$ cat config.mk
export PLATFORM = sky130hd
export DESIGN_NAME = sync_fifo
export DESIGN_NICKNAME = d
export VERILOG_FILES = /design/src/sync_fifo.sv
export SDC_FILE = /design/constraint.sdc
export NUM_CORES = 1
export LEC_CHECK = 0
export ABC_AREA = 1
export BUFFER_PORTS_ARGS = -buffer_cell sky130_fd_sc_hd__buf_2
export CELL_PAD_IN_SITES_DETAIL_PLACEMENT = 0
export CELL_PAD_IN_SITES_GLOBAL_PLACEMENT = 1
export CORE_MARGIN = 1.5
export CORE_UTILIZATION = 45
export DETAILED_ROUTE_END_ITERATION = 6
export PLACE_DENSITY = 0.79
export SLEW_MARGIN = 20
export SYNTH_ARGS = -nofsm -noshare
export SYNTH_HDL_FRONTEND = slang
export SYNTH_SLANG_ARGS = --single-unit
$ cat constraint.sdc
create_clock -name clk -period 2.3 [get_ports clk]
set_input_delay 0.23 -clock clk [delete_from_list [all_inputs] [get_ports clk]]
set_output_delay 0.23 -clock clk [all_outputs]
set_load 0.1 [all_outputs]
$ cat src/sync_fifo.sv
`timescale 1ns/1ps
`default_nettype none

module sync_fifo #(
    parameter int depth = 16,
    parameter int width = 32
) (
    input  wire              clk,
    input  wire              rstn,
    input  wire              wr_en,
    input  wire [width-1:0]  wr_data,
    input  wire              rd_en,
    output logic [width-1:0] rd_data,
    output logic             full,
    output logic             empty
);

    localparam int ptr_w = (depth > 1) ? $clog2(depth) : 1;
    localparam int cnt_w = $clog2(depth + 1);
    localparam logic [ptr_w-1:0] last_ptr = ptr_w'(depth - 1);
    localparam logic [cnt_w-1:0] full_cnt = cnt_w'(depth);

    logic [width-1:0] mem [depth];
    logic [ptr_w-1:0] wr_ptr;
    logic [ptr_w-1:0] rd_ptr;
    logic [cnt_w-1:0] count;

    assign full    = (count == full_cnt);
    assign empty   = (count == '0);
    assign rd_data = mem[rd_ptr];   // head shown ahead of the read

    always_ff @(posedge clk) begin
        if (wr_en) begin
            mem[wr_ptr] <= wr_data;
        end
    end

    always_ff @(posedge clk or negedge rstn) begin
        if (!rstn) begin
            wr_ptr <= '0;
            rd_ptr <= '0;
            count  <= '0;
        end else begin
            if (wr_en) begin
                wr_ptr <= (wr_ptr == last_ptr) ? '0 : wr_ptr + 1'b1;
            end
            if (rd_en) begin
                rd_ptr <= (rd_ptr == last_ptr) ? '0 : rd_ptr + 1'b1;
            end
            if (wr_en && !rd_en) begin
                count <= count + 1'b1;
            end else if (rd_en && !wr_en) begin
                count <= count - 1'b1;
            end
        end
    end

    a_no_overflow: assert property (@(posedge clk) disable iff (!rstn) !(wr_en && full));
    a_no_underflow: assert property (@(posedge clk) disable iff (!rstn) !(rd_en && empty));

endmodule

`default_nettype wire

* Yosys cells after proc, flatten, opt, wreduce, memory -nomap -nowiden
Memory sizes are Yosys's and may differ from the RTL's. Index checks and enable logic that the tools add are counted.
Cells by class: $add $sub $neg 4, eq/ne operators 3, multiplexer cells 6, reduce and logical (&&, ||, !) cells 6
Operators with widths (count):
- $mux W5 | 2
- $add A4 B1 Y4 const B | 2
- $eq A4 B4 Y1 const B | 2
- $mux W4 | 2
- $add A5 B1 Y5 const B | 1
- $eq A5 B5 Y1 const B | 1
- $logic_not A5 Y1 | 1
- $sub A5 B1 Y5 const B | 1
- $logic_and A1 B1 Y1 | 2
- $logic_not A1 Y1 | 2
- $mux W1 | 2
- $reduce_bool A2 Y1 | 1
Storage, ports and cells: register bits 13, bits in writable memories 512, bits of input ports 36, output and inout port bits 34, logic and storage cells 23, memories kept 1
Memory list:
- mem | depth 16, bits a word 32, read ports 1, clocked after Yosys merged registers in 0, wr ports 1, RTL line 23 | logic [width-1:0] mem [depth];

* Logic depth before layout (Yosys ltp)
depth in word-level cells 4, mapped depth 11, depth with buffers taken out 11

* Worst setup path after synthesis
Ideal clock, no wire load.
kind reg-to-reg, start point reg wr_ptr[0], end point mem mem[12][0] (enable), arrival time 2.112 ns, slack -0.233 ns, stages on the path, launching flop included 5, clock period less this slack 2.533 ns, cells stage by stage dfrtp_1 > inv_1 > ha_1 > nand2_1 > nor2_1
RTL lines:
- start, declared | RTL line 24 | logic [ptr_w-1:0] wr_ptr;
- start signal, assigned | RTL line 45 | wr_ptr <= (wr_ptr == last_ptr) ? '0 : wr_ptr + 1'b1;
- end, declared | RTL line 23
Straight into the memory's write port.

* Final worst setup path
start point reg rd_ptr[0], end point out rd_data[4]
On the way: word-level cells in the longest chain between the ends 1
Ends and longest elaborated chain:
- start, declared | RTL line 25 | logic [ptr_w-1:0] rd_ptr;
- start signal, assigned | RTL line 48 | rd_ptr <= (rd_ptr == last_ptr) ? '0 : rd_ptr + 1'b1;
- $mem_v2 Z16 W32
- end, declared | RTL line 13 | output logic [width-1:0] rd_data,
Every way passes these cells.

==> results by group <==
Die
  – Area of the core: 0.05109 mm²
  – Die Wd: 230.1 µm
  – Die span in y: 230.1 µm
  – Rows: 83
  – Number of I/O pins: 70
  – Area of the die: roughly 0.053 mm²
  – Starting Density: between 40 and 50%

Logic synthesis
  – Syn Inst Count: 2306
  – FF+latch count, synth: 525
  – Compound-Gate Fraction of Synth Area: less than 1%
  – Cell Area, Synth: 0.02321 mm²
  – Synth top area share: roughly two thirds
  – Synth top cells by count: 801 x nand2_1, 512 x edfxtp_1, 497 x inv_1
  – Synth area leader: edfxtp_1
  – Synth Area in Simple Gates: 20.57%
  – Library cells used by synthesis: 26
  – Largest family of logic cells by synthesized area: simple AND/OR/NAND/NOR gates
  – Ys flop type: edfxtp_1
  – Synth top area cells: edfxtp_1 66%, nand2_1 13%, inv_1 8.0%
  – Synth warn: 0
  – Seq/Total Area, Yosys: 67.65%
  – Count leader, synth: nand2_1
  – Syn_area_per_cell: 10.06 µm²
  – EDFF count, synth: about 510
  – Adder-cell share of the synthesized area: 0.5715%
  – Syn_nets: 2352
  – Post-synth ARST share: roughly 2.5%
  – Mux share of post-synthesis cell area: 0%
  – Xor/xnor share of the synthesized area: 0.07548%

STA
  – Worst-margin pin slew: roughly 0.52 ns
  – Smallest hold slack: 0.01936 ns
  – Final Setup Violations: 32
  – Setup TNS: -7.570 ns
  – Final clock skew: roughly 0.013 ns
  – RSZ-0062 raised after global routing: yes
  – Final Hold Vio Count: 0
  – FMAX: 0.3837 GHz
  – Max Transition Viols Final: 0
  – Rel. slew slack: 65.13%
  – Fin crit share: 113.3%
  – Final WS setup: -0.3064 ns
  – Fin crit period: around 2.6 ns

Placed design
  – GP Congestion: 0.7885
  – Pre-CTS WS: 0.2949 ns
  – IO buf count: 69
  – Dpl cells: 3015
  – Detailed Place HPWL: about 30000 µm

Cells and area
  – Non-Filler Instances: 3194
  – Share of cells above drive strength 1: 15.52%
  – Area Growth Syn to Fin: 24.21%
  – Fillers: 4162
  – Fin nets: 2514

Route
  – Drt pass-1 iters: 7
  – DRC viols: 5
  – Post-route ant nets: 0
  – Drt total wl: 59970 µm
  – DR vias: 15970
  – Initial detailed-routing violation count: 1437
  – Via/cell ratio: 5.001
  – WL/cell: 18.78 µm

Setup path
  – CP top delay family: buffers and inverters
  – Critical path fanouts, max: 7
  – Startpoint types: register
  – Req. time, crit path: 2.07 ns
  – CP endpoint kind: output port
  – Slowest cell on the critical path: dfrtp_4
  – Setup CP Type: register to output port
  – Crit path cell chain: buf_12, inv_12, buf_12, buf_12, clkbuf_16, nand2_1, nand3_1, nand3_1, nand3_1, nand2_2, buf_12
  – Most frequent CP cell: buf_12
  – Arrival time worst endpoint: about 2.4 ns
  – CP peak stage delay: ~0.53 ns
  – CP Buf/Inv Count: 6

Clock tree
  – Clock-pin slew of the registers on the worst-case setup and hold paths: 0.06 ns
  – CTS tree: built
  – Num CTS Buffers: between 50 and 60
  – H-tree depth: 2
  – Worst skew pair latency: 0.60 ns
  – CTS Sinks: ~530
  – Root buf cell: clkbuf_16
  – Worst-case clock buffer depth: 3

Hold path
  – Hold Crit Class: input port to register

Global route
  – Antenna violations before repair: 1
  – Largest net degree at the start of global routing: just over 80
  – Global Route Usage Sum: 21.98%
  – First-pass GRT wire length: 88590 µm
  – Via count of the first global-routing pass: roughly 16000
  – Total congestion overflow: 0

Run status
  – Failing checks: design-rule violations, negative setup slack
  – Status: finished with violations

Run
  – Maxcap violations: 0

Pwr
  – VDD IR-drop max: 919.5 µV
  – Pwr dens: approximately 1300 mW/mm²
  – Tot Pwr: 37990 µW
  – LEAKAGE: between 0.01 and 0.015 µW
-- flip-flops by register name, indices dropped and copies added, names as in the netlist --
name,cells
mem,512
count,5
rd_ptr,4
wr_ptr,4
-- what timing repair did --
action	in CTS	in global routing
pin swaps	18	32
buffers inserted	14	2
gates resized for setup	96	63
endpoints found under the hold margin	324	0
cloned	16	19
hold buffers	25	0
endpoints found under the setup margin	32	32
-- logic make-up (layout without fill, tap and decap cells) --
kind of cell               Yosys count  count (layout)
AOI/OAI and AO/OA                    9               9
xor gates and xnor gates             2               2
adders and majority gates           10              10
buffers and inverters              602             809
DFF                                525             525
other                                0               1
and+or+nand+nor                   1158            1158
-- area by class of cell --
cell class	instances	area [µm²]	share of cell area, %
Sequential cell	525	15710	54.49
Antenna cell	1	2.502	0.008681
Multi-Input combinational cell	1179	5446	18.89
Inverter	500	1902	6.597
Tap cell	680	850.8	2.951
Timing Repair Buffer	205	3104	10.77
Clock inverter	33	300.3	1.042
Timing Repair inverter	2	41.29	0.1432
Clock buffer	69	1471	5.104
-- placed cells by master (no fill, tap or decap), drive strengths merged, types with 2 or more instances in the layout --
master         n
dlygate4sd3   25
nand2        801
inv          501
nor2          22
buf          164
ha             9
clkinvlp       2
clkinv        27
edfxtp       512
nand3        331
clkbuf        84
bufinv         5
dfrtp         13
o21ai          7
-- report_power, final --
part	total (µW)	switching [µW]	internal (µW)
Clock	8740	3650	5090
Sequential	11600	302	11300
Combinational	17600	11500	6120
Total	38000	15400	22500
-- path summary, 6_finish.rpt --
check / cells past startpoint / startpoint / slack [ns] / endpoint
max: 11 / rd_ptr[0] / -0.31 / rd_data[4]
min: 1 / wr_data[2] / 0.02 / mem[6][2]
max reg2reg: 5 / wr_ptr[0] / 0.39 / mem[4][9]
min reg2reg: 2 / count[4] / 0.55 / count[4]
max in group asynchronous: 2 / rstn / 1.90 / rd_ptr[1]
min in group asynchronous: 2 / rstn / 0.08 / rd_ptr[0]
-- metrics by stage --
step                util [%]  cell area, µm²
floorplan                  -           23210
global placement       49.34           25210
detailed placement     49.34           25210
CTS                    55.04           28120
global route           56.42           28830
finish                 56.42           28830
-- per-layer routing --
layer / routed length [µm] / global-route usage (%) / share of wire [%]
met5: 0 / 0 / 0
met4: 1796 / 6.658 / 3.0
met3: 3975 / 3.485 / 6.6
met2: 28750 / 36.93 / 48
met1: 25450 / 29.39 / 42
No activity file was read; power rests on OpenSTA's default activity.
