$ cat src/udp_axi_pkg.sv
`default_nettype none

package udp_axi_pkg;

    localparam int word_w  = 32;          // udp word and axi data
    localparam int addr_w  = 32;
    localparam int len_w   = 8;
    localparam int id_w    = 2;
    localparam int burst_w = 2;
    localparam int resp_w  = 2;

    localparam logic [7:0] marker_cmd  = 8'h00;   // address packet
    localparam logic [7:0] marker_data = 8'hFF;   // data packet, report tag

    // header word 0 fields, header word 1 is the address
    localparam int hdr_marker_lsb = 24;
    localparam int hdr_burst_lsb  = 22;
    localparam int hdr_id_lsb     = 20;
    localparam int hdr_wr_bit     = 16;
    localparam int hdr_len_lsb    = 8;

    // write-address entry, {burst, id, len, addr}
    localparam int aw_addr_lsb  = 0;
    localparam int aw_len_lsb   = aw_addr_lsb + addr_w;
    localparam int aw_id_lsb    = aw_len_lsb + len_w;
    localparam int aw_burst_lsb = aw_id_lsb + id_w;
    localparam int aw_entry_w   = aw_burst_lsb + burst_w;   // 44

    localparam int wd_entry_w = word_w + 1;   // {last, data}

    // response entry, {id, resp}
    localparam int br_resp_lsb = 0;
    localparam int br_id_lsb   = resp_w;
    localparam int br_entry_w  = id_w + resp_w;

    // report frame, a single word
    localparam logic [15:0] report_bytes = 16'd4;
    localparam int rpt_tag_lsb  = 24;
    localparam int rpt_id_lsb   = 16;
    localparam int rpt_resp_lsb = 8;

endpackage

`default_nettype wire

$ cat src/axi_wr_addr_issuer.sv
`timescale 1ns/1ps
`default_nettype none

module axi_wr_addr_issuer (
    input  wire                                 gmii_rx_clk,
    input  wire                                 rstn,
    input  wire                                 aw_empty,
    input  wire [udp_axi_pkg::aw_entry_w-1:0]   aw_head,
    output logic                                aw_pop,
    output logic [udp_axi_pkg::addr_w-1:0]      awaddr,
    output logic [udp_axi_pkg::len_w-1:0]       awlen,
    output logic [udp_axi_pkg::id_w-1:0]        awid,
    output logic [udp_axi_pkg::burst_w-1:0]     awburst,
    output logic                                awvalid,
    input  wire                                 awready
);

    logic [udp_axi_pkg::aw_entry_w-1:0] aw_q;   // entry on the bus

    assign aw_pop = !aw_empty && !awvalid;

    assign awaddr  = aw_q[udp_axi_pkg::aw_addr_lsb +: udp_axi_pkg::addr_w];
    assign awlen   = aw_q[udp_axi_pkg::aw_len_lsb +: udp_axi_pkg::len_w];
    assign awid    = aw_q[udp_axi_pkg::aw_id_lsb +: udp_axi_pkg::id_w];
    assign awburst = aw_q[udp_axi_pkg::aw_burst_lsb +: udp_axi_pkg::burst_w];

    always_ff @(posedge gmii_rx_clk or negedge rstn) begin
        if (!rstn) begin
            awvalid <= 1'b0;
        end else if (aw_pop) begin
            awvalid <= 1'b1;
        end else if (awready) begin
            awvalid <= 1'b0;   // low for a cycle after each handshake
        end
    end

    always_ff @(posedge gmii_rx_clk) begin
        if (aw_pop) begin
            aw_q <= aw_head;
        end
    end

    a_aw_hold: assert property (@(posedge gmii_rx_clk) disable iff (!rstn)
        awvalid && !awready |=> awvalid && $stable(awaddr));

endmodule

`default_nettype wire

$ cat config.mk
export PLATFORM = sky130hd
export DESIGN_NAME = axi_wr_addr_issuer
export DESIGN_NICKNAME = d
export VERILOG_FILES = /design/src/udp_axi_pkg.sv /design/src/axi_wr_addr_issuer.sv
export SDC_FILE = /design/constraint.sdc
export NUM_CORES = 1
export LEC_CHECK = 0
export BUFFER_PORTS_ARGS = -buffer_cell sky130_fd_sc_hd__buf_2
export CORE_MARGIN = 5
export CORE_UTILIZATION = 35
export CTS_BUF_LIST = sky130_fd_sc_hd__clkbuf_8 sky130_fd_sc_hd__clkbuf_16
export DETAILED_ROUTE_END_ITERATION = 12
export GPL_TIMING_DRIVEN = 0
export PLACE_DENSITY = 0.7
export SLEW_MARGIN = 20
export SYNTH_ARGS = -nofsm -noshare
export SYNTH_HDL_FRONTEND = slang
export SYNTH_SLANG_ARGS = --single-unit
$ cat constraint.sdc
create_clock -name gmii_rx_clk -period 9.8 [get_ports gmii_rx_clk]
set_clock_uncertainty 0.2 [all_clocks]
set_input_delay 1.96 -clock gmii_rx_clk [delete_from_list [all_inputs] [get_ports gmii_rx_clk]]
set_output_delay 1.96 -clock gmii_rx_clk [all_outputs]
set_load 0.05 [all_outputs]
### Word-level counts from Yosys, hierarchy flattened

Cells that the tools add are included.

| operators by class | value |
|---|---|
| equal/unequal tests | 0 |
| order comparisons | 0 |
| shift operators | 0 |
| multiplexer cells | 2 |
| bitwise gates (word level) | 0 |
| add/sub/neg operators | 0 |
| divide/modulo/power cells | 0 |
| reduce and logical (&&, ||, !) cells | 4 |
| $mul | 0 |

Operators by type and width:

| cell | number |
|---|---|
| 1-bit logical NOT | 2 |
| 1-bit two-way mux | 2 |
| 2-bit nonzero test | 1 |
| 1-bit logical AND | 1 |

| storage, ports and cells | value |
|---|---|
| bits of input ports | 48 |
| flip-flop bits (word level) | 45 |
| logic and storage cells | 8 |
| memory bits (read-only) | 0 |
| memory bits (writable) | 0 |
| output and inout bits | 46 |
| bits in latches | 0 |
| memories kept | 0 |

### Logic depth before layout (Yosys ltp)

| depth | value |
|---|---|
| depth after elaboration | 3 |
| depth in mapped cells | 1 |

### Least setup slack after synthesis

Ideal clock, no wire load.

| timing | value |
|---|---|
| path type | input port to output port |
| from | input aw_empty |
| to | output aw_pop |
| arrival time | 4.423 ns |
| stages on the path | 1 |
| slack | 3.217 ns |
| path buffers | 0 |
| path through | nor2_1 |

| between the ends | value |
|---|---|
| word-level cells in the longest chain between the ends | 2 |

Ends and longest elaborated chain:

| element | RTL line | RTL |
|---|---|---|
| start: declaration | axi_wr_addr_issuer.sv:7 | `input wire aw_empty,` |
| 1-bit logical NOT | axi_wr_addr_issuer.sv:20 | `assign aw_pop = !aw_empty && !awvalid;` |
| 1-bit logical AND | axi_wr_addr_issuer.sv:20 |  |
| end: declaration | axi_wr_addr_issuer.sv:9 | `output logic aw_pop,` |

No other way between the ends.

### Worst setup path after layout

Same ends and word-level chain as after synthesis.

==> impl_metrics.toml <==
[status]
status = "completed"

[clock_network]
clk_latency_ns = 0.29
path_clk_slew_ns = 0.08
cts_buffer_depth = 2
cts_tree = "yes"
cts_made_buffers = 5
clock_sinks = 45
cts-root-buf = "clkbuf_8"
postCtsSetupBuffers = 0
cts-resized-gates = 0
hold_buffers = 0
cts-htree-levels = 2

[worst_setup_path]
worst-path-stages = 4
start_kind = "input pin"
crit_path_end_kind = "output pin"
crit_arrival_ns = 3.10
crit_family = "buffers and inverters"
crit_buf_inv = 3
path_class = "input pin to output pin"
path_cells = "buf_2 -> nor2_4 -> buf_16 -> buf_2"
worstRegToRegCells = 2
required_ns = 7.64
cp_max_fo = 27
cp_slowest_stage_delay_ns = 0.47
cp_slowest_cell = "nor2_4"
cpMostUsedCell = "buf_2"

[timing]
fin_crit_ns = 5.26
relSlewSlack_pct = 59.7
hold_viol_final = 0
drv_slew = 0
hold_ws_ns = 0.350
setup_viol = 0
clock.fmax_ghz = 0.190
setup_ws_ns = 4.54
tns_ns = 0
rsz0062_at_grt = "false"
fin_crit_sh_pct = 53.7
tightest_slew_ns = 0.603

[placed_design]
port_buffers = 93
routabilityCongestion = 0.693
post-place-cells = 189
post_dp_cell_area_sq_um = 1920
post-place-ws_ns = 4.52

[floorplanning]
core_sq_um = 3720
start_util_pct = 36.6
dieArea_sq_um = 5230
num_io_pins = 94
die_y_microns = 72.3
die_w_microns = 72.3
fp-row-count = 22

[power_and_ir_drop]
p_sw_mw = 0.108
comb_power_share_pct = 15.0
p_int_mw = 0.315
leakagePower_nw = 0.871
p_clk_share_pct = 31.4
switching_share_pct = 25.6
power_mw = 0.423
p_seq_share_pct = 53.6
power.density_nw_per_um2 = 208
ir_worst_vdd_mv = 0.130

[synthesis]
yosys_warnings = 0
synth-seq-cells = 45
netlist_area_sq_um = 1360
synthMuxAreaShare_pct = 0.736
yosys.cell_count.top_type = "edfxtp_1"
yosys.area.top_type_share_pct = 97.1
synth_edf_count = 44
avgSynthCellArea_sq_um = 28.9
yosysUniqueCellTypes = 4
yosysSeqAreaShare_pct = 99.0
synth_compound_area_share_pct = 0
synth_cells = 47
syn-num-nets = 95
synth_commonest_cells = "edfxtp_1, dfrtp_1, mux2i_1, nor2_1"
synth_flop_cell = "edfxtp_1"
synthTopCellsByArea = "edfxtp_1, dfrtp_1, mux2i_1"
synthArstFlopShare_pct = 2.22
synthXorXnorAreaFrac_pct = 0
synthAdderAreaFrac_pct = 0
synth_top_family_by_area = "multiplexers"
synthSimpleGateAreaFrac_pct = 0.276
synth_top_cell_by_area = "edfxtp_1"

[final_layout]
fin_area_sq_um = 2030
drive_gt1_share_pct = 68.5
fin_nets = 196
num-fill-cells = 319
diodes = 0
fin_util_pct = 54.7
final_cells = 197
syn_to_final_growth_pct = 49.4

[global_route]
grt_pass1_wl_microns = 4260
antenna_found_initial = 0
overflow = 0
grtUsageTotal_pct = 11.3
grt_pass1_vias = 993
grt_max_degree = 28

[route]
post-route-drc-count = 0
viasPerCell = 4.31
num_vias = 850
drtIter0Drc = 23
firstDrtPassIters = 2
wire_per_inst_microns = 14.5
totalWireLength_microns = 2850
ant_nets = 0

[min_path]
hold_path_class = "flip-flop to flip-flop"
hold-path-cell-count = 1

[job]
drv_cap = 0
-- worst register-to-register path: cells and delay by family (launching register included) --
kind / cells / cell delay, ns
AND/OR/NAND/NOR: 1 / 0.51
buffers and inverters: 1 / 0.26
flip-flops: 1 / 0.43
-- placed cells by master, fill, tap and decap left out, drive strengths merged --
master	Yosys	routed
mux2i	1	1
buf	0	94
bufinv	0	1
dfrtp	1	1
clkbuf	0	5
edfxtp	44	44
clkinv	0	1
inv	0	1
nor2	1	1
-- cell families after synthesis --
family / after synthesis
DFF: 45
muxes: 1
and+or+nand+nor: 1
-- layer usage --
layer / wire length (microns) / GRT usage, % / part of all wire (%) / vias to the layer above
met4: 44 / 5.01 / 1.5 / 0
met2: 1460 / 18.4 / 51 / 58
li1: - / - / - / 389
met1: 847 / 9.93 / 30 / 398
met5: 0 / 0 / 0 / -
met3: 499 / 9.28 / 17 / 5
-- power groups by stage --
stage | clock (mW) | combinational [mW] | sequential [mW]
floorplan | 0 | 0.00533 | 0.269
global placement | 0 | 0.0609 | 0.232
detailed placement | 0 | 0.0644 | 0.232
CTS | 0.137 | 0.0644 | 0.227
global route | 0.146 | 0.0665 | 0.228
finish | 0.133 | 0.0636 | 0.227
-- worst paths after layout --
| path | startpoint | end | slack [ns] |
|---|---|---|---|
| min in group asynchronous | rstn | awvalid$_DFFE_PN0P_ | 1.23 |
| worst min-delay path | awvalid$_DFFE_PN0P_ | awvalid$_DFFE_PN0P_ | 0.35 |
| worst max-delay path | aw_empty | aw_pop | 4.54 |
| worst min register to register | awvalid$_DFFE_PN0P_ | awvalid$_DFFE_PN0P_ | 0.35 |
| max in group asynchronous | rstn | awvalid$_DFFE_PN0P_ | 8.09 |
| worst max register to register | awvalid$_DFFE_PN0P_ | aw_q[11]$_DFFE_PP_ | 8.10 |
-- state kept, by name, summed over array words and instances, names as in the netlist --
name and count:
aw_q 44, awvalid 1
-- cell type report --
| type | count | area (sq um) | area share [%] |
|---|---|---|---|
| Clock inverter | 3 | 42.5 | 2.09 |
| Multi-Input combinational cell | 2 | 21.3 | 1.05 |
| Timing Repair Buffer | 94 | 493 | 24.3 |
| Sequential cell | 45 | 1350 | 66.3 |
| Tap cell | 48 | 60.1 | 2.96 |
| Clock buffer | 5 | 68.8 | 3.39 |
Note: power is estimated with default switching activity, not from simulation.
