**src/udp_axi_pkg.sv**
```systemverilog
`default_nettype none

package udp_axi_pkg;

    localparam int word_w  = 32;          // udp word and axi data
    localparam int addr_w  = 32;
    localparam int len_w   = 8;
    localparam int id_w    = 2;
    localparam int burst_w = 2;
    localparam int resp_w  = 2;

    localparam logic [7:0] marker_cmd  = 8'h00;   // address packet
    localparam logic [7:0] marker_data = 8'hFF;   // data packet, report tag

    // header word 0 fields, header word 1 is the address
    localparam int hdr_marker_lsb = 24;
    localparam int hdr_burst_lsb  = 22;
    localparam int hdr_id_lsb     = 20;
    localparam int hdr_wr_bit     = 16;
    localparam int hdr_len_lsb    = 8;

    // write-address entry, {burst, id, len, addr}
    localparam int aw_addr_lsb  = 0;
    localparam int aw_len_lsb   = aw_addr_lsb + addr_w;
    localparam int aw_id_lsb    = aw_len_lsb + len_w;
    localparam int aw_burst_lsb = aw_id_lsb + id_w;
    localparam int aw_entry_w   = aw_burst_lsb + burst_w;   // 44

    localparam int wd_entry_w = word_w + 1;   // {last, data}

    // response entry, {id, resp}
    localparam int br_resp_lsb = 0;
    localparam int br_id_lsb   = resp_w;
    localparam int br_entry_w  = id_w + resp_w;

    // report frame, a single word
    localparam logic [15:0] report_bytes = 16'd4;
    localparam int rpt_tag_lsb  = 24;
    localparam int rpt_id_lsb   = 16;
    localparam int rpt_resp_lsb = 8;

endpackage

`default_nettype wire

```
**src/udp_cmd_parser.sv**
```systemverilog
`timescale 1ns/1ps
`default_nettype none

module udp_cmd_parser (
    input  wire                                    gmii_rx_clk,
    input  wire                                    rstn,
    input  wire                                    udp_rx_en,
    input  wire                                    udp_rx_done,
    input  wire [udp_axi_pkg::word_w-1:0]          udp_rx_data,
    output logic                                   aw_push,
    output logic [udp_axi_pkg::aw_entry_w-1:0]     aw_entry,
    output logic                                   wd_push,
    output logic [udp_axi_pkg::wd_entry_w-1:0]     wd_entry
);

    localparam logic [1:0] st_idle   = 2'd0;
    localparam logic [1:0] st_header = 2'd1;
    localparam logic [1:0] st_data   = 2'd2;
    localparam logic [1:0] st_skip   = 2'd3;

    logic [1:0]                       state;
    logic                             pair_cnt;    // 0 on word 0 of a pair
    logic [udp_axi_pkg::word_w-1:0]   hdr0;
    logic [7:0]                       rx_marker;
    logic                             hdr_is_wr;

    assign rx_marker = udp_rx_data[udp_axi_pkg::hdr_marker_lsb +: 8];
    assign hdr_is_wr = (hdr0[udp_axi_pkg::hdr_marker_lsb +: 8] == udp_axi_pkg::marker_cmd)
                       && hdr0[udp_axi_pkg::hdr_wr_bit];

    // payload words go straight to the data fifo
    assign wd_push  = (state == st_data) && udp_rx_en;
    assign wd_entry = {udp_rx_done, udp_rx_data};

    always_ff @(posedge gmii_rx_clk or negedge rstn) begin
        if (!rstn) begin
            state    <= st_idle;
            pair_cnt <= 1'b0;
            aw_push  <= 1'b0;
        end else begin
            aw_push <= 1'b0;
            if (udp_rx_en) begin
                case (state)
                    st_idle: begin
                        pair_cnt <= 1'b0;
                        if (!udp_rx_done) begin   // single-word packet carries nothing
                            if (rx_marker == udp_axi_pkg::marker_cmd) begin
                                state <= st_header;
                            end else if (rx_marker == udp_axi_pkg::marker_data) begin
                                state <= st_data;
                            end else begin
                                state <= st_skip;
                            end
                        end
                    end
                    st_header: begin
                        pair_cnt <= ~pair_cnt;
                        if (pair_cnt && hdr_is_wr) begin
                            aw_push <= 1'b1;   // read and foreign pairs dropped
                        end
                        if (udp_rx_done) begin
                            state <= st_idle;
                        end
                    end
                    default: begin
                        if (udp_rx_done) begin
                            state <= st_idle;
                        end
                    end
                endcase
            end
        end
    end

    always_ff @(posedge gmii_rx_clk) begin
        if (udp_rx_en && state == st_header) begin
            if (!pair_cnt) begin
                hdr0 <= udp_rx_data;
            end else begin
                aw_entry <= {hdr0[udp_axi_pkg::hdr_burst_lsb +: udp_axi_pkg::burst_w],
                             hdr0[udp_axi_pkg::hdr_id_lsb +: udp_axi_pkg::id_w],
                             hdr0[udp_axi_pkg::hdr_len_lsb +: udp_axi_pkg::len_w],
                             udp_rx_data};   // word 1 is the address
            end
        end
    end

    a_done_with_en: assert property (@(posedge gmii_rx_clk) disable iff (!rstn)
        udp_rx_done |-> udp_rx_en);

endmodule

`default_nettype wire

```
**config.mk**
```make
export PLATFORM = sky130hd
export DESIGN_NAME = udp_cmd_parser
export DESIGN_NICKNAME = d
export VERILOG_FILES = /design/src/udp_axi_pkg.sv /design/src/udp_cmd_parser.sv
export SDC_FILE = /design/constraint.sdc
export NUM_CORES = 1
export LEC_CHECK = 0
export BUFFER_PORTS_ARGS = -buffer_cell sky130_fd_sc_hd__clkbuf_2
export CORE_ASPECT_RATIO = 0.8
export CORE_UTILIZATION = 43
export CTS_BUF_LIST = sky130_fd_sc_hd__clkbuf_2
export CTS_CLUSTER_SIZE = 28
export DETAILED_ROUTE_END_ITERATION = 7
export PLACE_DENSITY_LB_ADDON = 0.1
export SLEW_MARGIN = 20
export SYNTH_ARGS = -nofsm -noshare
export SYNTH_HDL_FRONTEND = slang
export SYNTH_SLANG_ARGS = --single-unit
```
**constraint.sdc**
```tcl
create_clock -name gmii_rx_clk -period 2.1 [get_ports gmii_rx_clk]
set_input_delay 0.42 -clock gmii_rx_clk [delete_from_list [all_inputs] [get_ports gmii_rx_clk]]
set_output_delay 0.42 -clock gmii_rx_clk [all_outputs]
set_load 0.1 [all_outputs]
```
# Word-level counts from Yosys, hierarchy flattened
# Index checks and enable logic that the tools add are counted.
[word_totals] regBits=80 inputBits=36 output_inout_bits=79 wordCells=32
[classes] eq_ne=4 mux=9 n_bitwise=1 reduce_logical=13
[ops] cell="logical NOT 8 bit" count=2
[ops] cell="== test 8 bit, second input constant" count=1
[ops] cell="two-way mux 2 bit" count=4
[ops] cell="AND reduction 2 bit" count=3
[ops] cell="logical AND 1 bit" count=4
[ops] cell="two-way mux 1 bit" count=4
[ops] cell="nonzero test 2 bit" count=2
[ops] cell="AND reduction 3 bit" count=1
[ops] cell="== test 2 x 1 -> 1 bit, second input constant" count=1
[ops] cell="== test 2 bit, second input constant" count=1
[ops] cell="logical NOT 2 bit" count=1
[ops] cell="!= test 2 bit, second input constant" count=1
[ops] cell="case mux 1 bit (2 select lines)" count=1
[ops] cell="inverter 1 bit" count=1

# Longest topological paths before layout
[depth] depth_word=6 mapped_depth=3

# Worst setup path after synthesis
# Ideal clock, no wire load.
[synth_path] kind="input -> register" start="input udp_rx_en" end="register aw_entry[0] in the netlist's numbering (enable)" arrival_ns=1.757 required_ns=1.693 setup_slack_ns=-0.064 cell_stages=2 path_buffers=0 cell_sequence="nor2b_1 > and3_1"
[synth_via] elab_chain_len=2
[synth_rtl] item="start: declaration" line="udp_cmd_parser.sv:7" rtl="input wire udp_rx_en,"
[synth_rtl] item="logical AND 1 bit" line="udp_cmd_parser.sv:76" rtl="if (udp_rx_en && state == st_header) begin"
[synth_rtl] item="AND reduction 2 bit (no line)"
[synth_rtl] item="end signal: assignment" line="udp_cmd_parser.sv:80" rtl="aw_entry <= {hdr0[udp_axi_pkg::hdr_burst_lsb +: udp_axi_pkg::burst_w],"
[synth_rtl] item="end: declaration" line="udp_cmd_parser.sv:11" rtl="output logic [udp_axi_pkg::aw_entry_w-1:0] aw_entry,"
# Every way passes these cells.
# A chain may end at the register's enable or synchronous reset.

# Worst setup path after layout
[layout_path] start="register state[0]" end="output wd_push"
[layout_via] elab_chain_len=2
[layout_rtl] item="start: declaration" line="udp_cmd_parser.sv:21" rtl="logic [1:0] state;"
[layout_rtl] item="start signal: assignment" line="udp_cmd_parser.sv:37" rtl="state <= st_idle;"
[layout_rtl] item="start signal: assignment" line="udp_cmd_parser.sv:48" rtl="state <= st_header;"
[layout_rtl] item="start signal: assignment" line="udp_cmd_parser.sv:50" rtl="state <= st_data;"
[layout_rtl] item="== test 2 bit" line="udp_cmd_parser.sv:32" rtl="assign wd_push = (state == st_data) && udp_rx_en;"
[layout_rtl] item="logical AND 1 bit" line="udp_cmd_parser.sv:32"
[layout_rtl] item="end: declaration" line="udp_cmd_parser.sv:12" rtl="output logic wd_push,"
# Every way passes these cells.

==> implementation parameters <==
Parameter                              Value

Run status
  Result of the run ... finished clean

Placement
  # port buffers ... 114
  Routability-driven placement congestion ratio ... 0.715
  Placed Area ... 0.00288 mm²
  Cell count after placement ... 284

Critical path
  Number of cells on the worst reg-to-reg path ... 3
  Maximum net fanout on the critical path ... 4
  Worst R2R End ... aw_entry[12]$_DFFE_PP_
  CP arrival ... 1450 ps
  Required @ worst endpoint ... 1680 ps
  Startpoint of the most critical setup path ... state[0]$_DFFE_PN0P_
  Launching element type of the critical path ... register
  Crit path capture type ... primary output
  Reg2Reg Launch Point ... state[1]$_DFFE_PN0P_
  Endpoint of the most critical setup path ... wd_push
  Path type of the worst setup path ... register to primary output
  Worst reg2reg setup slack ... 600 ps

Global route
  Number of global-route vias before repair ... 1,283
  Grt ovf ... 0
  GRT Resource Usage Total ... 14.0%
  Initial antenna violation count ... 0
  Global-route wire length before repair ... 6.01 mm
  Maximum number of pins on one net before global-route repair ... 26

Floorplan
  I/O pin count ... 115
  Core Region ... 0.00544 mm²
  Height of the chip ... 69.3 µm
  Chip Width ... 86.1 µm
  DIE AREA ... 0.00596 mm²
  Starting density of the core ... 44.8%
  Placement Rows ... 24

STA
  Final period demand of the worst path ... 1870 ps
  Final TNS setup ... 0 ps
  Fin Clk Skew ... 19.5 ps
  Rel. slew slack ... 63.4%
  Worst Max-Slew Pin Slew ... 552 ps
  Final critical-path share of the clock period ... 89.0%
  Number of endpoints failing setup at the final stage ... 0
  Final-report hold violation count ... 0
  Max Freq ... 535 MHz
  Setup repair after global routing missed its margin ... no
  Number of slew-limit violations in the final report ... 0

Detailed routing
  Routed wire length ... 3.87 mm
  First DRT Iteration DRCs ... 31
  Overall via count from detail_route ... 1,343
  Pre-antenna DRT Iters ... 4
  DR DRC count ... 0
  Detail Route Antenna Nets ... 0
  Number of vias per cell ... 4.46
  Per-cell routed wire length ... 12.9 µm

Power and ir drop
  Leak ... 1.25 nW
  Overall power ... 3.00 mW
  Ratio of total power to cell area ... 1000 mW/mm²
  Worst IR Drop VDD ... 0.523 mV

Clocking
  CTS H-tree depth ... 3
  Clock-pin transition on the worst setup and hold timing paths ... 180 ps
  Cell chosen for the clock root ... clkbuf_2
  Clock tree from TritonCTS ... done
  Number of buffers created by CTS ... 9
  Post-CTS setup buffers ... 0
  Maximum count of clock buffers along a single path ... 2
  Clock Latency Late Sink ... 460 ps
  Number of clock sinks ... 69

Cells and area
  Fraction of final layout cells sized beyond drive strength 1 ... 61.0%
  Core Util, Final ... 55.2%
  Final design area excluding fillers ... 0.00300 mm²
  Post-layout nets ... 254
  Count of fill cells added during filler insertion ... 455
  Final cell count without fillers ... 301
  Synthesis-to-finish area growth ... 23.5%
  Inserted Diodes ... 0

Run
  Maximum capacitance violations ... 0

Logic synthesis
  Number of synthesized register bits ... 69
  Post-Synthesis Cell Area ... 0.00243 mm²
  Synthesized area per cell ... 19.9 µm²
  List of most frequent post-synthesis cells ... edfxtp_1, buf_4, dfrtp_1, and3_1
  Number of enable flip-flop cells after synthesis ... 65
  Number of instances in the synthesized netlist ... 122
  Ys Warns ... 0
  Netlist cell types ... 19
  Sequential share of the synthesized area ... 84.4%
  Async S/R FF share, synth ... 5.80%
  Synthesized netlist net count ... 158
  Most frequent cell after synthesis ... edfxtp_1
  Synth area leaders ... edfxtp_1, buf_4, dfrtp_1, and3_1, or4b_4
  Share of Yosys cell area claimed by the top area cell type ... 80.2%
  Leading register cell type out of synthesis ... edfxtp_1
  Yosys top cell by area ... edfxtp_1

Hold path
  Tightest Hold Check Type ... input pin to register
metal layers:
metal	vias up	global-route usage (%)	wire, µm
met4	0	7.59	48
met5	-	0	0
met2	76	22.0	1880
met1	631	15.6	1610
li1	629	-	-
met3	7	6.79	331
how the worst min path moves through the flow:
stage / startpoint / to / slack, ps / cells past startpoint
finish: udp_rx_done / state[1]$_DFFE_PN0P_ / 130 / 2
global route: udp_rx_data[17] / aw_entry[17]$_DFFE_PP_ / 40 / 1
CTS: udp_rx_done / state[1]$_DFFE_PN0P_ / 70 / 2
detailed placement: rstn / pair_cnt$_DFFE_PN0P_ / 230 / 1
floorplan: rstn / aw_push$_DFF_PN0_ / 120 / 0
global placement: rstn / pair_cnt$_DFFE_PN0P_ / 230 / 1
registers in the layout, indices dropped and copies added, names as in the netlist:
register	cells
aw_push	1
aw_entry	44
pair_cnt	1
hdr0	21
state	2
report_power, final:
group	total, mW	internal, mW	switching [mW]	leakage [nW]
Clock	0.708	0.266	0.443	0.0613
Sequential	1.62	1.59	0.0248	0.640
Combinational	0.678	0.0884	0.589	0.548
Total	3.00	1.95	1.06	1.25
cell families (layout without fill, tap and decap cells):
logic type      after synthesis  after routing  share of synthesized area, %
compound gates                4              4                          1.08
buf+inv                      34            135                          10.3
flops                        69             69                          84.4
simple gates                 14             14                          3.81
mux                           1              1                         0.412
repair_timing:
action / CTS / global route
endpoints found under the setup margin: 0 / 1
gates resized for setup: 0 / 2
hold buffers: 1 / 0
endpoints found under the hold margin: 4 / 0
layout by cell type (no fill, tap or decap), drive strengths merged, types with 2 or more instances in the layout:
cell        n
clkinvlp    3
clkinv      3
nand4       2
edfxtp     65
nor3        2
clkbuf    123
nor4        2
dfrtp       4
buf         3
and3        3
stage by stage:
| step | hold WS [ps] | setup slack [ps] |
|---|---|---|
| 2_1_floorplan | 124 | 100 |
| 6_report | 134 | 232 |
| 3_5_place_dp | 233 | 431 |
| 4_1_cts | 70.5 | 48.9 |
| 5_1_grt | 44.5 | 82.8 |
| 3_3_place_gp | 235 | 490 |
area by class of cell:
cell class	instances	area (µm²)	area share, %
clock buffer	9	45.0	1.50
clock inverter	7	66.3	2.21
inverter	1	3.75	0.125
multi-input combinational	19	133	4.42
sequential	69	2050	68.3
tap	78	97.6	3.25
timing repair buffer	118	606	20.2
critical path, stage by stage, from the launching register on:
cell and delay [ps]:
dfrtp_1 440, inv_1 80, and3_1 140, clkbuf_4 320
No activity file was read; power rests on OpenSTA's default activity.
