## config.mk

```make
export PLATFORM = sky130hd
export DESIGN_NAME = axi_wr_resp_reporter
export DESIGN_NICKNAME = d
export VERILOG_FILES = /design/src/udp_axi_pkg.sv /design/src/axi_wr_resp_reporter.sv /design/src/sync_fifo.sv
export SDC_FILE = /design/constraint.sdc
export NUM_CORES = 1
export LEC_CHECK = 0
export BUFFER_PORTS_ARGS = -buffer_cell sky130_fd_sc_hd__buf_2
export CAP_MARGIN = 20
export CELL_PAD_IN_SITES_DETAIL_PLACEMENT = 1
export CELL_PAD_IN_SITES_GLOBAL_PLACEMENT = 2
export CORE_UTILIZATION = 35
export CTS_CLUSTER_SIZE = 8
export DETAILED_ROUTE_END_ITERATION = 8
export PLACE_DENSITY = 0.76
export SLEW_MARGIN = 20
export SYNTH_ARGS = -nofsm -noshare
export SYNTH_HDL_FRONTEND = slang
export SYNTH_SLANG_ARGS = --single-unit
```

## constraint.sdc

```tcl
create_clock -name gmii_rx_clk -period 2.2 [get_ports gmii_rx_clk]
set_input_delay 0.33 -clock gmii_rx_clk [delete_from_list [all_inputs] [get_ports gmii_rx_clk]]
set_output_delay 0.33 -clock gmii_rx_clk [all_outputs]
set_load 0.01 [all_outputs]
```

## src/udp_axi_pkg.sv

```systemverilog
`default_nettype none

package udp_axi_pkg;

    localparam int word_w  = 32;          // udp word and axi data
    localparam int addr_w  = 32;
    localparam int len_w   = 8;
    localparam int id_w    = 2;
    localparam int burst_w = 2;
    localparam int resp_w  = 2;

    localparam logic [7:0] marker_cmd  = 8'h00;   // address packet
    localparam logic [7:0] marker_data = 8'hFF;   // data packet, report tag

    // header word 0 fields, header word 1 is the address
    localparam int hdr_marker_lsb = 24;
    localparam int hdr_burst_lsb  = 22;
    localparam int hdr_id_lsb     = 20;
    localparam int hdr_wr_bit     = 16;
    localparam int hdr_len_lsb    = 8;

    // write-address entry, {burst, id, len, addr}
    localparam int aw_addr_lsb  = 0;
    localparam int aw_len_lsb   = aw_addr_lsb + addr_w;
    localparam int aw_id_lsb    = aw_len_lsb + len_w;
    localparam int aw_burst_lsb = aw_id_lsb + id_w;
    localparam int aw_entry_w   = aw_burst_lsb + burst_w;   // 44

    localparam int wd_entry_w = word_w + 1;   // {last, data}

    // response entry, {id, resp}
    localparam int br_resp_lsb = 0;
    localparam int br_id_lsb   = resp_w;
    localparam int br_entry_w  = id_w + resp_w;

    // report frame, a single word
    localparam logic [15:0] report_bytes = 16'd4;
    localparam int rpt_tag_lsb  = 24;
    localparam int rpt_id_lsb   = 16;
    localparam int rpt_resp_lsb = 8;

endpackage

`default_nettype wire

```

## src/axi_wr_resp_reporter.sv

```systemverilog
`timescale 1ns/1ps
`default_nettype none

module axi_wr_resp_reporter #(
    parameter int br_depth = 16
) (
    input  wire                              gmii_rx_clk,
    input  wire                              rstn,
    input  wire [udp_axi_pkg::id_w-1:0]      bid,
    input  wire [udp_axi_pkg::resp_w-1:0]    bresp,
    input  wire                              bvalid,
    output logic                             bready,
    output logic                             udp_tx_start,
    output logic [15:0]                      udp_tx_byte_num,
    output logic [udp_axi_pkg::word_w-1:0]   udp_tx_data,
    input  wire                              udp_tx_req,
    input  wire                              udp_tx_done
);

    localparam logic [1:0] st_idle      = 2'd0;
    localparam logic [1:0] st_wait_req  = 2'd1;
    localparam logic [1:0] st_wait_done = 2'd2;

    logic [1:0]                           state;
    logic                                 ready_q;   // set once out of reset
    logic                                 br_full;
    logic                                 br_empty;
    logic                                 br_pop;
    logic [udp_axi_pkg::br_entry_w-1:0]   br_head;

    assign bready          = ready_q && !br_full;
    assign br_pop          = (state == st_wait_req) && udp_tx_req;
    assign udp_tx_byte_num = udp_axi_pkg::report_bytes;

    sync_fifo #(
        .depth (br_depth),
        .width (udp_axi_pkg::br_entry_w)
    ) br_fifo (
        .clk     (gmii_rx_clk),
        .rstn    (rstn),
        .wr_en   (bvalid && bready),
        .wr_data ({bid, bresp}),
        .rd_en   (br_pop),
        .rd_data (br_head),
        .full    (br_full),
        .empty   (br_empty)
    );

    always_comb begin
        udp_tx_data = '0;
        udp_tx_data[udp_axi_pkg::rpt_tag_lsb +: 8] = udp_axi_pkg::marker_data;
        udp_tx_data[udp_axi_pkg::rpt_id_lsb +: udp_axi_pkg::id_w] =
            br_head[udp_axi_pkg::br_id_lsb +: udp_axi_pkg::id_w];
        udp_tx_data[udp_axi_pkg::rpt_resp_lsb +: udp_axi_pkg::resp_w] =
            br_head[udp_axi_pkg::br_resp_lsb +: udp_axi_pkg::resp_w];
    end

    always_ff @(posedge gmii_rx_clk or negedge rstn) begin
        if (!rstn) begin
            state        <= st_idle;
            ready_q      <= 1'b0;
            udp_tx_start <= 1'b0;
        end else begin
            ready_q      <= 1'b1;
            udp_tx_start <= 1'b0;
            case (state)
                st_idle: begin
                    if (!br_empty) begin
                        udp_tx_start <= 1'b1;   // one-cycle pulse
                        state        <= st_wait_req;
                    end
                end
                st_wait_req: begin
                    if (udp_tx_req) begin
                        state <= st_wait_done;
                    end
                end
                st_wait_done: begin
                    if (udp_tx_done) begin
                        state <= st_idle;
                    end
                end
                default: state <= st_idle;
            endcase
        end
    end

endmodule

`default_nettype wire

```

## src/sync_fifo.sv

```systemverilog
`timescale 1ns/1ps
`default_nettype none

module sync_fifo #(
    parameter int depth = 16,
    parameter int width = 32
) (
    input  wire              clk,
    input  wire              rstn,
    input  wire              wr_en,
    input  wire [width-1:0]  wr_data,
    input  wire              rd_en,
    output logic [width-1:0] rd_data,
    output logic             full,
    output logic             empty
);

    localparam int ptr_w = (depth > 1) ? $clog2(depth) : 1;
    localparam int cnt_w = $clog2(depth + 1);
    localparam logic [ptr_w-1:0] last_ptr = ptr_w'(depth - 1);
    localparam logic [cnt_w-1:0] full_cnt = cnt_w'(depth);

    logic [width-1:0] mem [depth];
    logic [ptr_w-1:0] wr_ptr;
    logic [ptr_w-1:0] rd_ptr;
    logic [cnt_w-1:0] count;

    assign full    = (count == full_cnt);
    assign empty   = (count == '0);
    assign rd_data = mem[rd_ptr];   // head shown ahead of the read

    always_ff @(posedge clk) begin
        if (wr_en) begin
            mem[wr_ptr] <= wr_data;
        end
    end

    always_ff @(posedge clk or negedge rstn) begin
        if (!rstn) begin
            wr_ptr <= '0;
            rd_ptr <= '0;
            count  <= '0;
        end else begin
            if (wr_en) begin
                wr_ptr <= (wr_ptr == last_ptr) ? '0 : wr_ptr + 1'b1;
            end
            if (rd_en) begin
                rd_ptr <= (rd_ptr == last_ptr) ? '0 : rd_ptr + 1'b1;
            end
            if (wr_en && !rd_en) begin
                count <= count + 1'b1;
            end else if (rd_en && !wr_en) begin
                count <= count - 1'b1;
            end
        end
    end

    a_no_overflow: assert property (@(posedge clk) disable iff (!rstn) !(wr_en && full));
    a_no_underflow: assert property (@(posedge clk) disable iff (!rstn) !(rd_en && empty));

endmodule

`default_nettype wire

```

* Word level (Yosys, flattened, before mapping)
Memory sizes are Yosys's and may differ from the RTL's. Index checks and enable logic that the tools add are counted.
Storage, ports and cells: flip-flop bits (word level) 17, bits in writable memories 64, bits of input ports 9, output and inout port bits 50, memories kept 1
Cells by class: add/sub/neg operators 4, eq/ne operators 8, multiplexer cells 12, reductions and logical operators 12
Memory list:
- br_fifo.mem | depth 16, bits a word 4, read ports 1, clocked after Yosys merged registers in 0, wr ports 1, RTL line sync_fifo.sv:23 | logic [width-1:0] mem [depth];
Operators with widths (count):
- $mux 5 | 2
- $add 4x1->4 const B | 2
- $eq 4x4->1 const B | 2
- $mux 4 | 2
- $mux 2 | 3
- $ne 2x2->1 const B | 3
- $pmux 2 s3 | 1
- $add 5x1->5 const B | 1
- $eq 5x5->1 const B | 1
- $logic_and 1x1->1 | 5
- $logic_not 5->1 | 1
- $sub 5x1->5 const B | 1
- $mux 1 | 4
- $logic_not 1->1 | 3
- $reduce_and 3->1 | 1
- $eq 2x1->1 const B | 1
- $eq 2x2->1 const B | 1
- $logic_not 2->1 | 1
- $reduce_bool 2->1 | 1

* Depth between registers and ports, before layout
word-level depth 8, mapped depth 11, gate-level depth less buffers 10

* By module
Synthesis repeated with hierarchy kept, for this count alone.
Unflattened totals: cells, all modules 281, area total of the unflattened synthesis 3863.7 um2
By module, submodules not included:
- sync_fifo | times used 1, cells an instance 223, area an instance 3372.0 um2
- axi_wr_resp_reporter | times used 1, cells an instance 58, area an instance 491.7 um2

* Least setup slack after synthesis
Ideal clock, no wire load.
path kind register -> register, start reg br_fifo.count[1], end reg br_fifo.count[4], setup time 0.080 ns, arrival 2.382 ns, slack -0.262 ns, stages on the path, launching flop included 12, path through dfrtp_1 > nor4_2 > a21boi_2 > and2_4 > buf_6 > ha_1 > inv_1 > ha_1 > a21o_1 > a21oi_1 > mux2i_1 > xnor2_1
On the way: longest elaborated chain between the ends 7, elaborated cells between the ends (all ways) 12
Ends and longest elaborated chain:
- start: declaration | RTL line sync_fifo.sv:26 | logic [cnt_w-1:0] count;
- start signal: assignment | RTL line sync_fifo.sv:51 | count <= count + 1'b1;
- start signal: assignment | RTL line sync_fifo.sv:53 | count <= count - 1'b1;
- $eq 5x5->1 (*) | RTL line sync_fifo.sv:28 | assign full = (count == full_cnt);
- $logic_not 1->1 (*) | RTL line axi_wr_resp_reporter.sv:31 | assign bready = ready_q && !br_full;
- $logic_and 1x1->1 (*) | RTL line axi_wr_resp_reporter.sv:31
- named net bready | RTL line axi_wr_resp_reporter.sv:12 | output logic bready,
- $logic_and 1x1->1 (*) | RTL line axi_wr_resp_reporter.sv:41 | .wr_en (bvalid && bready),
- named net br_fifo.wr_en | RTL line sync_fifo.sv:10 | input wire wr_en,
- $logic_not 1->1 | RTL line sync_fifo.sv:52 | end else if (rd_en && !wr_en) begin
- $logic_and 1x1->1 | RTL line sync_fifo.sv:52
- $reduce_bool 2->1 (no line)
The timed path passes the listed nets; every way through them passes the cells marked *. The select of a mux whose other input is x is not followed. A chain may end at the register's enable or synchronous reset.

* Worst setup path after layout
start reg br_fifo.rd_ptr[0], end out udp_tx_data[17] in the netlist's numbering
On the way: longest elaborated chain between the ends 1
Ends and longest elaborated chain:
- start: declaration | RTL line sync_fifo.sv:25 | logic [ptr_w-1:0] rd_ptr;
- start signal: assignment | RTL line sync_fifo.sv:48 | rd_ptr <= (rd_ptr == last_ptr) ? '0 : rd_ptr + 1'b1;
- $mem_v2 16x4
- end: declaration | RTL line axi_wr_resp_reporter.sv:15 | output logic [udp_axi_pkg::word_w-1:0] udp_tx_data,
Every way passes these cells.

==> key figures <==
Status
  • Status: finished, violations left
  • Failing checks: negative setup slack

STA
  • Fin crit period: 2.30 ns
  • # setup viols final: 5
  • Slew @ Worst Pin: 0.553 ns
  • RSZ-0062 raised after global routing: true
  • Slew headroom: 63.1%
  • Final TNS setup: -0.257 ns
  • Max Clk Rate: 435 MHz
  • Slew Viols, Final: 0
  • Fin. Hold Viols: 0
  • Final setup skew: 0.00953 ns
  • Worst hold slack: 0.167 ns
  • Period utilisation layout: 104%
  • Setup WS post-layout: -0.0988 ns

Clocking
  • Worst-skew pair later-pin latency: 0.36 ns
  • Worst-path clk slew: 0.08 ns
  • Clock tree buffer depth: 2
  • CTS sink cnt: 81
  • CTS Root Cell: clkbuf_8
  • CTS tree: built
  • H-Tree Depth: 3
  • CTS Buf Count: 9

Floorplan
  • Initial Util: 36.8%
  • Die width: 107 um
  • I/O pin count: 59
  • Core Rows: 37
  • Core area: 10500 sq um
  • Total die area: 11500 sq um
  • Die Ht: 107 um

Critical path
  • R2R cell count: 10
  • Worst-path maximum fanout: 7
  • Slowest CP cell: mux4_2
  • WP data arrival: 1.97 ns
  • Setup crit start: br_fifo.rd_ptr[0]$_DFFE_PN0P_
  • Critical path required time: 1.87 ns
  • Setup crit end: udp_tx_data[17]
  • Crit Reg-Reg Startpoint: br_fifo.count[2]$_DFFE_PN0P_
  • R2r endpoint: br_fifo.count[4]$_DFFE_PN0P_
  • Crit-path cells: buf_12 > mux4_2 > a22oi_1 > nand2_1 > buf_2
  • Endpoint type of the worst setup path: output port
  • R2R Setup Slk: -0.05 ns
  • CP startpoint kind: flop
  • Max incr delay on CP: 0.52 ns
  • Setup CP Type: reg -> out

Logic synthesis
  • Ys async rst share: 21.0%
  • Seq/Total Area, Yosys: 60.8%
  • Synth Flop Type: edfxtp_1
  • Synth Instances: 280
  • Yosys cell types: 38
  • Synth warn: 0
  • Number of synthesized flops with an enable pin: 64
  • Mapped Area: 3860 sq um
  • Syn avg cell area: 13.8 sq um
  • Synthesis-stage register bit count: 81

Finish
  • Reg area: 2350 sq um
  • Most frequent cells in the layout: 64 x edfxtp_1, 45 x conb_1, 20 x nand2_1
  • Area of the multi-input gates: 1330 sq um
  • Layout cells sized above 1: 26.6%
  • Synth-to-layout area growth: 14.0%
  • Fin nets: 335
  • Antenna cells: 0
  • Filler instances: 1095
  • Post-route cell area: 4400 sq um
  • Most common cell after layout, fill and taps aside: edfxtp_1

GRT
  • First-pass GRT wire length: 12.0 mm
  • Antenna violations before repair: 0
  • Vias in the first global route: 2197
  • Largest net degree at the start of global routing: 18
  • Grt total ovfl: 0
  • Global-route usage over all layers: 14.6%

Pwr
  • Cell Pwr Density: 1240 nW/um^2
  • Lkg Pwr: 0.00166 uW
  • Worst ir drop on vdd: 0.000410 V

Placement
  • Routability cong.: 0.724
  • DP Area: 4010 sq um
  • I/O Buffers: 14
  • DP HPWL: 5.18 mm

Routing
  • DRC Markers: 0
  • Drt total wl: 7.66 mm
  • Routed via count: 2104
  • DR vias/cell: 4.61
  • First-pass iteration count of the detailed router: 4
  • WL/cell: 16.8 um
  • Final ANT Viol Nets: 0
  • Initial DRC Count: 95

Job
  • Max-cap violations: 0

Worst hold path
  • Worst Hold Class: in -> reg
==> synthesized netlist by cell type (all sizes together), types with 2 or more instances <==
cell type,count,area (sq um)
conb,2,7.51
a21oi,7,35.0
nor2b,3,18.8
mux2i,13,130
clkbuf,4,15.0
nand2,20,75.1
a221oi,4,41.3
nand3,4,20.0
dfrtp,17,425
xnor2,5,43.8
o21ai,16,80.1
buf,51,395
a21o,3,22.5
inv,7,26.3
nor3,6,30.0
edfxtp,64,1920
mux4,8,195
mux2,4,45.0
nor2,14,52.6
ha,10,125
a22oi,4,30.0
and2,2,15.0
nand2b,3,18.8
==> flip-flops by register name, indices dropped and copies added (netlist names) <==
| signal | count |
|---|---|
| udp_tx_start | 1 |
| ready_q | 1 |
| br_fifo.count | 5 |
| state | 2 |
| br_fifo.wr_ptr | 4 |
| br_fifo.rd_ptr | 4 |
| br_fifo.mem | 64 |
==> worst min-delay path by stage <==
stage | slack (ns) | depth (start not counted) | to | start
detailed placement | 0.29 | 1 | br_fifo.rd_ptr[0]$_DFFE_PN0P_ | rstn
floorplan | 0.03 | 0 | br_fifo.count[0]$_DFFE_PN0P_ | rstn
CTS | 0.15 | 2 | state[0]$_DFFE_PN0P_ | udp_tx_req
finish | 0.17 | 2 | state[1]$_DFFE_PN0P_ | udp_tx_done
global route | 0.19 | 2 | state[0]$_DFFE_PN0P_ | udp_tx_req
global placement | 0.29 | 1 | br_fifo.rd_ptr[3]$_DFFE_PN0P_ | rstn
==> where the power goes <==
part	internal, uW	total, uW	leakage, uW	switching, uW
logic	1070	2160	0.000782	1090
clock network	643	1190	0.0000991	548
registers	1860	2130	0.000783	272
total	3570	5480	0.00166	1910
==> through the flow <==
step,instances,utilization (%),setup WS [ns],power [uW]
2_1_floorplan,323,-,-0.0645,3430
3_3_place_gp,433,38.2,0.0848,3850
3_5_place_dp,433,38.2,-0.0809,3940
4_1_cts,454,41.6,-0.0759,5460
5_1_grt,456,41.9,-0.145,5820
6_report,456,41.9,-0.0988,5480
==> layer usage <==
metal	up-vias	global-route usage [%]	part of all wire [%]
li1	995	-	-
met1	1045	17.3	43
met2	53	25.8	52
met3	11	1.70	2.9
met4	0	7.93	2.2
met5	-	0	0
==> cell type report <==
type | instances | share of cell area [%]
clock inverters | 6 | 2.08
flip-flops and latches | 81 | 53.4
clock buffers | 10 | 2.90
multi-input cells | 180 | 30.1
well taps | 136 | 3.87
repair buffers | 36 | 7.05
inverters | 7 | 0.654
==> logic make-up (layout without fill, tap and decap cells) <==
logic type	after synthesis	after routing	synth area share, %
buf+inv	62	59	11.3
other cells	2	45	0.194
compound gates	38	38	6.35
mux	25	25	9.59
simple gates	55	55	6.67
flops	81	81	60.8
fa+ha+maj	11	11	3.76
xor+xnor	6	6	1.36
==> worst max-delay path: cells and delay by family, from the launching register on <==
kind | cells | cell delay, ns
compound gates | 1 | 0.22
buf+inv | 2 | 0.31
flops | 1 | 0.47
mux | 1 | 0.52
simple gates | 1 | 0.10
==> repair_timing <==
action                                 CTS  global route
endpoints found under the hold margin   17             0
gates cloned                             2             0
setup buffers                            2             2
hold buffers                             1             0
gates resized for setup                 24             9
pin swaps                                9             6
setup endpoints to repair                5             6
No activity file was read; power rests on OpenSTA's default activity.
